File: src/rtl/uart_line_pkg.sv
/*
 * Serial line constants: 8N1 on receive, two stop bits on transmit.
 * bit_clks rounds to the nearest whole clock. Keep CLK_FREQ / BAUD_RATE
 * at 4 or more so the bit centre and bit end fall on different counts.
 */
`default_nettype none

package uart_line_pkg;

	localparam int DATA_BITS = 8;

	// extra stop bit gives the far end some slack
	localparam int TX_STOP_BITS = 2;

	// sys_clk cycles per bit, rounded
	function automatic int bit_clks(input int clk_freq, input int baud_rate);
		return (clk_freq + baud_rate / 2) / baud_rate;
	endfunction

endpackage

`default_nettype wire

File: src/rtl/uart_frame_pkg.sv
/*
 * String framing definitions: "&&" content "&&", no escaping.
 * Lengths are 8 bits wide, so MAX_LEN must stay at 255 or below.
 */
`default_nettype none

package uart_frame_pkg;

	// ampersand
	localparam logic [7:0] DELIM_CHAR = 8'h26;

	// delimiters at each end of a frame
	localparam int DELIM_COUNT = 2;

	// shared by the transmit and receive machines
	typedef enum logic [2:0] {
		FR_IDLE,
		FR_OPEN,
		FR_CONTENT,
		FR_CLOSE,
		FR_FINISH
	} frame_state_t;

	typedef logic [7:0] len_t;

endpackage

`default_nettype wire

File: src/rtl/uart_byte_if.sv
/*
 * Byte-level link between the framing controller and the serial modules.
 * All strobes are single-cycle pulses. rx_data is only meaningful with rx_vld.
 */
`timescale 1ns/1ps
`default_nettype none

interface uart_byte_if;

	// controller to serializer
	logic [7:0] tx_data;
	logic       tx_req;
	logic       tx_done;

	// deserializer to controller
	logic [7:0] rx_data;
	logic       rx_vld;
	logic       rx_err;

	modport ctrl (output tx_data, output tx_req, input tx_done,
		input rx_data, input rx_vld, input rx_err);

	modport tx_side (input tx_data, input tx_req, output tx_done);

	modport rx_side (output rx_data, output rx_vld, output rx_err);

endinterface

`default_nettype wire

File: src/rtl/bit_timer.sv
/*
 * Bit-period counter for one serial direction.
 * Held at zero while run is low, so the first period starts with run.
 * Ticks are combinational and only appear while run is high.
 */
`timescale 1ns/1ps
`default_nettype none

module bit_timer #(
	parameter int CLK_FREQ  = 50_000_000,
	parameter int BAUD_RATE = 115_200
) (
	input  wire  sys_clk,
	input  wire  sys_rst_n,
	input  logic run,
	output logic mid_tick,
	output logic end_tick
);

	import uart_line_pkg::*;

	localparam int PERIOD = bit_clks(CLK_FREQ, BAUD_RATE);
	localparam int CNT_W  = $clog2(PERIOD);

	localparam logic [CNT_W-1:0] MID_CNT  = CNT_W'(PERIOD / 2);
	localparam logic [CNT_W-1:0] LAST_CNT = CNT_W'(PERIOD - 1);

	logic [CNT_W-1:0] cnt;

	always_ff @(posedge sys_clk or negedge sys_rst_n) begin
		if (!sys_rst_n) begin
			cnt <= '0;
		end else if (!run) begin
			cnt <= '0;
		end else if (cnt == LAST_CNT) begin
			cnt <= '0;
		end else begin
			cnt <= cnt + 1'b1;
		end
	end

	// centre tick is where the receiver samples
	assign mid_tick = run && (cnt == MID_CNT);
	assign end_tick = run && (cnt == LAST_CNT);

endmodule

`default_nettype wire

File: src/rtl/uart_tx.sv
/*
 * Byte serializer: start bit, data LSB first, TX_STOP_BITS stop bits.
 * A request while a character is in progress is ignored.
 * tx_done comes one cycle after the last stop bit ends.
 */
`timescale 1ns/1ps
`default_nettype none

module uart_tx (
	input  wire  sys_clk,
	input  wire  sys_rst_n,
	uart_byte_if.tx_side bus,
	output logic run,
	input  logic end_tick,
	output logic tx
);

	import uart_line_pkg::*;

	localparam int FRAME_BITS = 1 + DATA_BITS + TX_STOP_BITS;
	localparam int CNT_W      = $clog2(FRAME_BITS);

	localparam logic [CNT_W-1:0] LAST_BIT = CNT_W'(FRAME_BITS - 1);

	logic [CNT_W-1:0]                  bit_cnt;
	logic [DATA_BITS+TX_STOP_BITS-1:0] shreg;

	always_ff @(posedge sys_clk or negedge sys_rst_n) begin
		if (!sys_rst_n) begin
			run         <= 1'b0;
			tx          <= 1'b1;
			bit_cnt     <= '0;
			bus.tx_done <= 1'b0;
		end else begin
			bus.tx_done <= 1'b0;
			if (!run) begin
				if (bus.tx_req) begin
					// start bit goes out straight away
					run     <= 1'b1;
					tx      <= 1'b0;
					bit_cnt <= '0;
				end
			end else if (end_tick) begin
				if (bit_cnt == LAST_BIT) begin
					run         <= 1'b0;
					tx          <= 1'b1;
					bus.tx_done <= 1'b1;
				end else begin
					tx      <= shreg[0];
					bit_cnt <= bit_cnt + 1'b1;
				end
			end
		end
	end

	// data then stop bits, ones shift in behind
	always_ff @(posedge sys_clk) begin
		if (!run && bus.tx_req) begin
			shreg <= {{TX_STOP_BITS{1'b1}}, bus.tx_data};
		end else if (run && end_tick) begin
			shreg <= {1'b1, shreg[DATA_BITS+TX_STOP_BITS-1:1]};
		end
	end

endmodule

`default_nettype wire

File: src/rtl/uart_rx.sv
/*
 * Byte deserializer, 8N1. Samples at bit centres after a 2-flop synchronizer.
 * A start bit that is high again at its centre is taken as a glitch.
 * A stop bit of one period or longer is accepted; a low stop bit gives rx_err.
 */
`timescale 1ns/1ps
`default_nettype none

module uart_rx (
	input  wire  sys_clk,
	input  wire  sys_rst_n,
	uart_byte_if.rx_side bus,
	output logic run,
	input  logic mid_tick,
	input  logic rx
);

	import uart_line_pkg::*;

	localparam int CNT_W = $clog2(DATA_BITS + 2);

	// bit 0 is the start bit, the stop bit follows the data
	localparam logic [CNT_W-1:0] STOP_BIT = CNT_W'(DATA_BITS + 1);

	logic                 rx_meta;
	logic                 rx_sync;
	logic                 rx_prev;
	logic [CNT_W-1:0]     bit_cnt;
	logic [DATA_BITS-1:0] shreg;

	// idle line is high
	always_ff @(posedge sys_clk or negedge sys_rst_n) begin
		if (!sys_rst_n) begin
			rx_meta <= 1'b1;
			rx_sync <= 1'b1;
			rx_prev <= 1'b1;
		end else begin
			rx_meta <= rx;
			rx_sync <= rx_meta;
			rx_prev <= rx_sync;
		end
	end

	always_ff @(posedge sys_clk or negedge sys_rst_n) begin
		if (!sys_rst_n) begin
			run        <= 1'b0;
			bit_cnt    <= '0;
			bus.rx_vld <= 1'b0;
			bus.rx_err <= 1'b0;
		end else begin
			bus.rx_vld <= 1'b0;
			bus.rx_err <= 1'b0;
			if (!run) begin
				// falling edge starts a character
				if (rx_prev && !rx_sync) begin
					run     <= 1'b1;
					bit_cnt <= '0;
				end
			end else if (mid_tick) begin
				if (bit_cnt == '0 && rx_sync) begin
					run <= 1'b0;
				end else if (bit_cnt == STOP_BIT) begin
					run        <= 1'b0;
					bus.rx_vld <= rx_sync;
					bus.rx_err <= !rx_sync;
				end else begin
					bit_cnt <= bit_cnt + 1'b1;
				end
			end
		end
	end

	// LSB arrives first
	always_ff @(posedge sys_clk) begin
		if (run && mid_tick && bit_cnt != '0 && bit_cnt != STOP_BIT) begin
			shreg <= {rx_sync, shreg[DATA_BITS-1:1]};
		end
	end

	assign bus.rx_data = shreg;

endmodule

`default_nettype wire

File: src/rtl/string_frame_ctrl.sv
/*
 * Framing for strings sent as "&&" content "&&". tx_length above MAX_LEN is
 * clamped. Empty strings are not delivered: a delimiter right after the
 * opening pair restarts the hunt. Dropped frames: rx_err, overflow past
 * MAX_LEN, or a lone delimiter followed by another byte.
 */
`timescale 1ns/1ps
`default_nettype none

module string_frame_ctrl #(
	parameter int MAX_LEN = 32
) (
	input  wire                   sys_clk,
	input  wire                   sys_rst_n,
	input  logic [MAX_LEN*8-1:0]  tx_string,
	input  uart_frame_pkg::len_t  tx_length,
	input  logic                  tx_req,
	output logic                  tx_busy,
	output logic                  tx_done,
	output logic [MAX_LEN*8-1:0]  rx_string,
	output uart_frame_pkg::len_t  rx_length,
	output logic                  rx_busy,
	output logic                  rx_done,
	uart_byte_if.ctrl             bus
);

	import uart_frame_pkg::*;

	localparam logic [1:0] DCNT_LAST = 2'(DELIM_COUNT - 1);
	localparam len_t       LEN_MAX   = len_t'(MAX_LEN);

	frame_state_t         tx_state;
	logic [1:0]           tx_dcnt;
	len_t                 tx_cnt;
	len_t                 tx_len;
	logic [MAX_LEN*8-1:0] tx_buf;

	frame_state_t         rx_state;
	logic [1:0]           rx_dcnt;
	len_t                 rx_cnt;
	logic [MAX_LEN*8-1:0] rx_buf;
	logic                 rx_is_delim;
	logic                 rx_open_done;
	logic                 rx_store;
	logic                 tx_accept;

	// a new string can be taken in the finish cycle as well
	assign tx_accept = tx_req && (tx_state == FR_IDLE || tx_state == FR_FINISH);

	always_ff @(posedge sys_clk) begin
		if (tx_accept) begin
			tx_buf <= tx_string;
			tx_len <= (tx_length > LEN_MAX) ? LEN_MAX : tx_length;
		end
	end

	always_ff @(posedge sys_clk or negedge sys_rst_n) begin
		if (!sys_rst_n) begin
			tx_state    <= FR_IDLE;
			tx_dcnt     <= '0;
			tx_cnt      <= '0;
			bus.tx_req  <= 1'b0;
			bus.tx_data <= '0;
		end else begin
			bus.tx_req <= 1'b0;
			case (tx_state)
				FR_IDLE, FR_FINISH: begin
					tx_state <= FR_IDLE;
					if (tx_accept) begin
						tx_state    <= FR_OPEN;
						tx_dcnt     <= '0;
						bus.tx_req  <= 1'b1;
						bus.tx_data <= DELIM_CHAR;
					end
				end
				FR_OPEN: if (bus.tx_done) begin
					bus.tx_req <= 1'b1;
					if (tx_dcnt != DCNT_LAST) begin
						tx_dcnt     <= tx_dcnt + 1'b1;
						bus.tx_data <= DELIM_CHAR;
					end else if (tx_len == '0) begin
						tx_state    <= FR_CLOSE;
						tx_dcnt     <= '0;
						bus.tx_data <= DELIM_CHAR;
					end else begin
						tx_state    <= FR_CONTENT;
						tx_cnt      <= len_t'(1);
						bus.tx_data <= tx_buf[7:0];
					end
				end
				FR_CONTENT: if (bus.tx_done) begin
					bus.tx_req <= 1'b1;
					if (tx_cnt == tx_len) begin
						tx_state    <= FR_CLOSE;
						tx_dcnt     <= '0;
						bus.tx_data <= DELIM_CHAR;
					end else begin
						tx_cnt      <= tx_cnt + 1'b1;
						bus.tx_data <= tx_buf[tx_cnt*8 +: 8];
					end
				end
				FR_CLOSE: if (bus.tx_done) begin
					if (tx_dcnt == DCNT_LAST) begin
						tx_state <= FR_FINISH;
					end else begin
						tx_dcnt     <= tx_dcnt + 1'b1;
						bus.tx_req  <= 1'b1;
						bus.tx_data <= DELIM_CHAR;
					end
				end
				default: tx_state <= FR_IDLE;
			endcase
		end
	end

	assign tx_busy = (tx_state != FR_IDLE) && (tx_state != FR_FINISH);
	assign tx_done = (tx_state == FR_FINISH);

	assign rx_is_delim  = (bus.rx_data == DELIM_CHAR);
	assign rx_open_done = (rx_state == FR_OPEN) && bus.rx_vld && rx_is_delim
		&& (rx_dcnt == DCNT_LAST);
	assign rx_store     = (rx_state == FR_CONTENT) && bus.rx_vld && !rx_is_delim
		&& (rx_cnt < LEN_MAX);

	// cleared at frame start so unused bytes read back as zero
	always_ff @(posedge sys_clk) begin
		if (rx_open_done) begin
			rx_buf <= '0;
		end else if (rx_store) begin
			rx_buf[rx_cnt*8 +: 8] <= bus.rx_data;
		end
	end

	always_ff @(posedge sys_clk or negedge sys_rst_n) begin
		if (!sys_rst_n) begin
			rx_state  <= FR_IDLE;
			rx_dcnt   <= '0;
			rx_cnt    <= '0;
			rx_string <= '0;
			rx_length <= '0;
		end else begin
			case (rx_state)
				FR_IDLE, FR_FINISH: begin
					rx_state <= FR_IDLE;
					if (bus.rx_vld && rx_is_delim) begin
						rx_state <= FR_OPEN;
						rx_dcnt  <= 2'd1;
					end
				end
				FR_OPEN: begin
					if (bus.rx_err || (bus.rx_vld && !rx_is_delim)) begin
						rx_state <= FR_IDLE;
					end else if (rx_open_done) begin
						rx_state <= FR_CONTENT;
						rx_cnt   <= '0;
					end else if (bus.rx_vld) begin
						rx_dcnt <= rx_dcnt + 1'b1;
					end
				end
				FR_CONTENT: begin
					if (bus.rx_err) begin
						rx_state <= FR_IDLE;
					end else if (bus.rx_vld && rx_is_delim) begin
						// nothing stored yet: treat as a new opening run
						rx_state <= (rx_cnt == '0) ? FR_OPEN : FR_CLOSE;
						rx_dcnt  <= 2'd1;
					end else if (bus.rx_vld) begin
						if (rx_store) begin
							rx_cnt <= rx_cnt + 1'b1;
						end else begin
							rx_state <= FR_IDLE;
						end
					end
				end
				FR_CLOSE: begin
					if (bus.rx_err || (bus.rx_vld && !rx_is_delim)) begin
						rx_state <= FR_IDLE;
					end else if (bus.rx_vld && rx_dcnt == DCNT_LAST) begin
						// publish with the last delimiter, rx_done follows
						rx_state  <= FR_FINISH;
						rx_string <= rx_buf;
						rx_length <= rx_cnt;
					end else if (bus.rx_vld) begin
						rx_dcnt <= rx_dcnt + 1'b1;
					end
				end
				default: rx_state <= FR_IDLE;
			endcase
		end
	end

	assign rx_busy = (rx_state == FR_OPEN) || (rx_state == FR_CONTENT)
		|| (rx_state == FR_CLOSE);
	assign rx_done = (rx_state == FR_FINISH);

endmodule

`default_nettype wire

File: src/rtl/uart_string_top.sv
/*
 * UART string transceiver. Strings are packed with byte 0 in the low bits.
 * Line format: 8 data bits, no parity; two stop bits out, one or more in.
 * No flow control: tx_req while tx_busy is dropped.
 */
`timescale 1ns/1ps
`default_nettype none

module uart_string_top #(
	parameter int CLK_FREQ  = 50_000_000,
	parameter int BAUD_RATE = 115_200,
	parameter int MAX_LEN   = 32
) (
	input  wire                   sys_clk,
	input  wire                   sys_rst_n,
	input  logic [MAX_LEN*8-1:0]  tx_string,
	input  uart_frame_pkg::len_t  tx_length,
	input  logic                  tx_req,
	output logic                  tx_busy,
	output logic                  tx_done,
	output logic [MAX_LEN*8-1:0]  rx_string,
	output uart_frame_pkg::len_t  rx_length,
	output logic                  rx_busy,
	output logic                  rx_done,
	input  logic                  uart_rx_port,
	output logic                  uart_tx_port
);

	logic tx_run;
	logic tx_end_tick;
	logic rx_run;
	logic rx_mid_tick;

	uart_byte_if u_byte_if ();

	string_frame_ctrl #(
		.MAX_LEN (MAX_LEN)
	) u_string_frame_ctrl (
		.sys_clk   (sys_clk),
		.sys_rst_n (sys_rst_n),
		.tx_string (tx_string),
		.tx_length (tx_length),
		.tx_req    (tx_req),
		.tx_busy   (tx_busy),
		.tx_done   (tx_done),
		.rx_string (rx_string),
		.rx_length (rx_length),
		.rx_busy   (rx_busy),
		.rx_done   (rx_done),
		.bus       (u_byte_if.ctrl)
	);

	uart_tx u_uart_tx (
		.sys_clk   (sys_clk),
		.sys_rst_n (sys_rst_n),
		.bus       (u_byte_if.tx_side),
		.run       (tx_run),
		.end_tick  (tx_end_tick),
		.tx        (uart_tx_port)
	);

	uart_rx u_uart_rx (
		.sys_clk   (sys_clk),
		.sys_rst_n (sys_rst_n),
		.bus       (u_byte_if.rx_side),
		.run       (rx_run),
		.mid_tick  (rx_mid_tick),
		.rx        (uart_rx_port)
	);

	// transmitter only steps on bit ends
	bit_timer #(
		.CLK_FREQ  (CLK_FREQ),
		.BAUD_RATE (BAUD_RATE)
	) u_tx_timer (
		.sys_clk   (sys_clk),
		.sys_rst_n (sys_rst_n),
		.run       (tx_run),
		.mid_tick  (),
		.end_tick  (tx_end_tick)
	);

	// receiver only samples at bit centres
	bit_timer #(
		.CLK_FREQ  (CLK_FREQ),
		.BAUD_RATE (BAUD_RATE)
	) u_rx_timer (
		.sys_clk   (sys_clk),
		.sys_rst_n (sys_rst_n),
		.run       (rx_run),
		.mid_tick  (rx_mid_tick),
		.end_tick  ()
	);

endmodule

`default_nettype wire

File: config.mk
export PLATFORM = sky130hd
export DESIGN_NAME = uart_string_top
export DESIGN_NICKNAME = d
export VERILOG_FILES = /design/src/rtl/uart_line_pkg.sv /design/src/rtl/uart_frame_pkg.sv /design/src/rtl/uart_byte_if.sv /design/src/rtl/bit_timer.sv /design/src/rtl/uart_tx.sv /design/src/rtl/uart_rx.sv /design/src/rtl/string_frame_ctrl.sv /design/src/rtl/uart_string_top.sv
export SDC_FILE = /design/constraint.sdc
export NUM_CORES = 1
export LEC_CHECK = 0
export ABC_AREA = 1
export BUFFER_PORTS_ARGS = -buffer_cell sky130_fd_sc_hd__buf_2
export CAP_MARGIN = 10
export CORE_MARGIN = 4
export CORE_UTILIZATION = 40
export CTS_BUF_LIST = sky130_fd_sc_hd__clkbuf_16
export CTS_CLUSTER_SIZE = 16
export DETAILED_ROUTE_END_ITERATION = 7
export PLACE_DENSITY = 0.65
export SLEW_MARGIN = 10
export SYNTH_ARGS = -nofsm -noshare
export SYNTH_HDL_FRONTEND = slang
export SYNTH_HIERARCHICAL = 1
export SYNTH_SLANG_ARGS = --single-unit
File: constraint.sdc
create_clock -name sys_clk -period 9.15 [get_ports sys_clk]
set_input_delay 0 -clock sys_clk [delete_from_list [all_inputs] [get_ports sys_clk]]
set_output_delay 0 -clock sys_clk [all_outputs]
set_load 0.01 [all_outputs]
==> results.py <==
metrics = {
    "pwr": {
        "power_frac_clock": 0.462,
        "p_int_mw": 6.24,
        "leakage_nw": 21.2,
        "p_seq_frac": 0.507,
        "p_per_area_nw_per_um2": 171,
        "irDropWorstVdd_uv": 164,
        "swShare": 0.216,
        "netSwitchingPower_mw": 1.72,
        "comb_power_share": 0.031,
    },
    "yosys": {
        "syn_area_per_cell_sq_um": 8.70,
        "mappedNetlistArea_sq_um": 37600,
        "synth_cells": 4317,
        "yosysWarningCount": 6,
    },
    "clocking": {
        "h-tree-depth": 3,
        "path_clk_slew_ns": 0.06,
        "cts-buffers-inserted": 94,
        "postCtsSetupBuffers": 0,
        "cts_tree": "yes",
        "worstSkewPairLatency_ns": 0.65,
        "cts_max_path_buffers": 3,
        "clockRootBuffer": "clkbuf_16",
        "clock_sinks": 870,
    },
    "critical_path": {
        "crit_fanout": 79,
        "worstReg2RegEnd": "u_string_frame_ctrl/rx_buf[195]",
        "cp-end-kind": "flip-flop",
        "critical_path.top_delay_family": "buffers and inverters",
        "crit_required_ns": 9.66,
        "cp_slowest_cell": "buf_4",
        "worstPathArrival_ns": 5.63,
        "r2r_slack_ns": 4.03,
        "cp_num_cells": 13,
        "critPathKind": "flip-flop to flip-flop",
        "crit_chain": "inv_2 > ha_1 > inv_2 > nor2_8 > nand2_1 > nand2_4 > buf_4 > nand2_1 > nor2_4 > buf_4 > nand3_1 > o21ai_0 > a21oi_1",
        "r2r_start": "u_string_frame_ctrl/rx_cnt[0]",
        "crit_path_start_kind": "flip-flop",
        "critPathBufInv": 4,
        "reg2regPathDepth": 13,
        "critPathMaxStageDelay_ns": 0.73,
    },
    "timing": {
        "period_minus_slack_ns": 5.12,
        "hold_viol_final": 0,
        "skew_ns": 0.0257,
        "maxSlewHeadroom": 0.160,
        "rsz0062_at_grt": "no",
        "worstMarginPinSlew_ns": 1.25,
        "finalMaxSlewViolations": 0,
        "setup_violations": 0,
        "fin_crit_sh": 0.560,
        "fmax_ghz": 0.195,
        "whs_ns": 0.0463,
        "fin_setup_tns_ns": 0,
    },
    "cells_and_area": {
        "synthToLayoutAreaGrowth_pct": 24.1,
        "fin_util": 0.500,
        "drive_above_1_share": 0.163,
        "fin_nets": 5273,
    },
    "grt": {
        "grt_overflow_total": 0,
        "grt_max_degree": 255,
        "antenna_found_initial": 3,
        "grt_pass1_wl_mm": 189,
        "grt_pass1_vias": 31036,
        "track_usage": 0.249,
    },
    "detailed_routing": {
        "vias_per_cell": 5.09,
        "first_pass_iters": 6,
        "via_count": 32225,
        "wl_per_cell_microns": 19.9,
        "ant_nets": 0,
        "drc": 0,
        "first_iter_violations": 3039,
        "wl_mm": 126,
    },
    "die": {
        "die_height_microns": 314,
        "ios": 537,
        "start_util": 0.403,
        "dieArea_sq_um": 98900,
        "fp.dieW_microns": 314,
        "core_sq_um": 93200,
        "placementRows": 112,
    },
    "placement": {
        "io_buffers": 536,
        "place.gp.congestion": 0.891,
        "post-dp-hpwl_mm": 84.2,
    },
    "job": {
        "drv_cap": 0,
    },
    "min_path": {
        "min_path_type": "input port to async pin",
    },
    "status": {
        "status": "finished clean",
    },
}
-- per-stage QoR --
step / cell area, sq um / worst slack, ns / cells / power [mW]
global placement: 40900 / 4.29 / 5874 / 4.26
global route: 46600 / 3.67 / 6326 / 8.22
detailed placement: 40900 / 4.21 / 5875 / 4.27
CTS: 46600 / 4.17 / 6323 / 8.02
finish: 46600 / 4.03 / 6328 / 7.96
floorplan: 37600 / 2.83 / 4318 / 4.16
-- how the worst max path moves through the flow --
| stage | startpoint | to | slack, ns |
|---|---|---|---|
| 6_report | u_string_frame_ctrl/rx_cnt[0] | u_string_frame_ctrl/rx_buf[195] | 4.03 |
| 5_1_grt | u_string_frame_ctrl/rx_cnt[0] | u_string_frame_ctrl/rx_buf[195] | 3.67 |
| 4_1_cts | u_string_frame_ctrl/rx_cnt[0] | u_string_frame_ctrl/rx_buf[195] | 4.17 |
| 3_5_place_dp | u_string_frame_ctrl/rx_cnt[0] | u_string_frame_ctrl/rx_buf[195] | 4.21 |
| 3_3_place_gp | u_string_frame_ctrl/rx_cnt[0] | u_string_frame_ctrl/rx_buf[197] | 4.29 |
| 2_1_floorplan | u_string_frame_ctrl/tx_state[0] | u_string_frame_ctrl/tx_buf[0] | 2.83 |
-- worst reg2reg max path: cells and delay by family, from the launching register on --
family / cells / cell delay, ns
buffers and inverters: 4 / 1.81
DFF: 1 / 0.70
adders and majority gates: 1 / 0.27
AOI/OAI and AO/OA: 2 / 0.35
and+or+nand+nor: 6 / 1.84
-- per-layer routing --
layer / vias to the layer above / track usage / share of wire
met1: 15026 / 0.304 / 0.39
met2: 1454 / 0.412 / 0.47
met4: 0 / 0.126 / 0.054
met3: 262 / 0.0592 / 0.087
met5: - / 0 / 0
li1: 15483 / - / -
-- placed cells by master (no fill, tap or decap), types with 125 or more instances in the layout --
cell type / n
a21oi_1: 136
buf_2: 535
dfrtp_1: 328
dfxtp_1: 256
dlygate4sd3_1: 272
edfxtp_1: 280
inv_1: 388
nand2_1: 781
nand3_1: 282
nand4_1: 125
nor2_1: 761
o21ai_0: 480
-- power by group through the flow --
stage / clock, mW / combinational, mW / sequential [mW]
2_1_floorplan: 0 / 0.0507 / 4.11
3_3_place_gp: 0 / 0.148 / 4.12
3_5_place_dp: 0 / 0.150 / 4.12
4_1_cts: 3.74 / 0.240 / 4.04
5_1_grt: 3.92 / 0.270 / 4.04
6_report: 3.68 / 0.246 / 4.04
-- registers in the layout, indices dropped and copies added, names as in the netlist, 4 cells and up --
register	flops
u_string_frame_ctrl/rx_buf	256
u_uart_tx/bit_cnt	4
u_uart_tx/shreg	8
u_string_frame_ctrl/tx_len	8
u_string_frame_ctrl/tx_buf	256
u_string_frame_ctrl/tx_cnt	8
u_string_frame_ctrl/rx_cnt	8
u_string_frame_ctrl/rx_string	256
u_uart_rx/bus.rx_data	8
u_uart_rx/bit_cnt	4
u_string_frame_ctrl/rx_length	8
u_string_frame_ctrl/bus.tx_data	8
u_rx_timer/cnt	9
u_tx_timer/cnt	9
-- area by class of cell --
class / count / area, sq um
multi-input cells: 2796 / 13000
inverters: 390 / 1480
clock buffers: 97 / 2430
clock inverters: 79 / 522
diodes: 5 / 12.5
repair buffers: 837 / 5660
fillers: 8572 / 46600
well taps: 1254 / 1570
flip-flops and latches: 870 / 21900
-- timing repair --
| item | in CTS | in global routing |
|---|---|---|
| hold buffers | 272 | 0 |
| hold endpoints to repair | 382 | 0 |
| resized for setup | 0 | 0 |
Power figures use the tool's default switching activity.
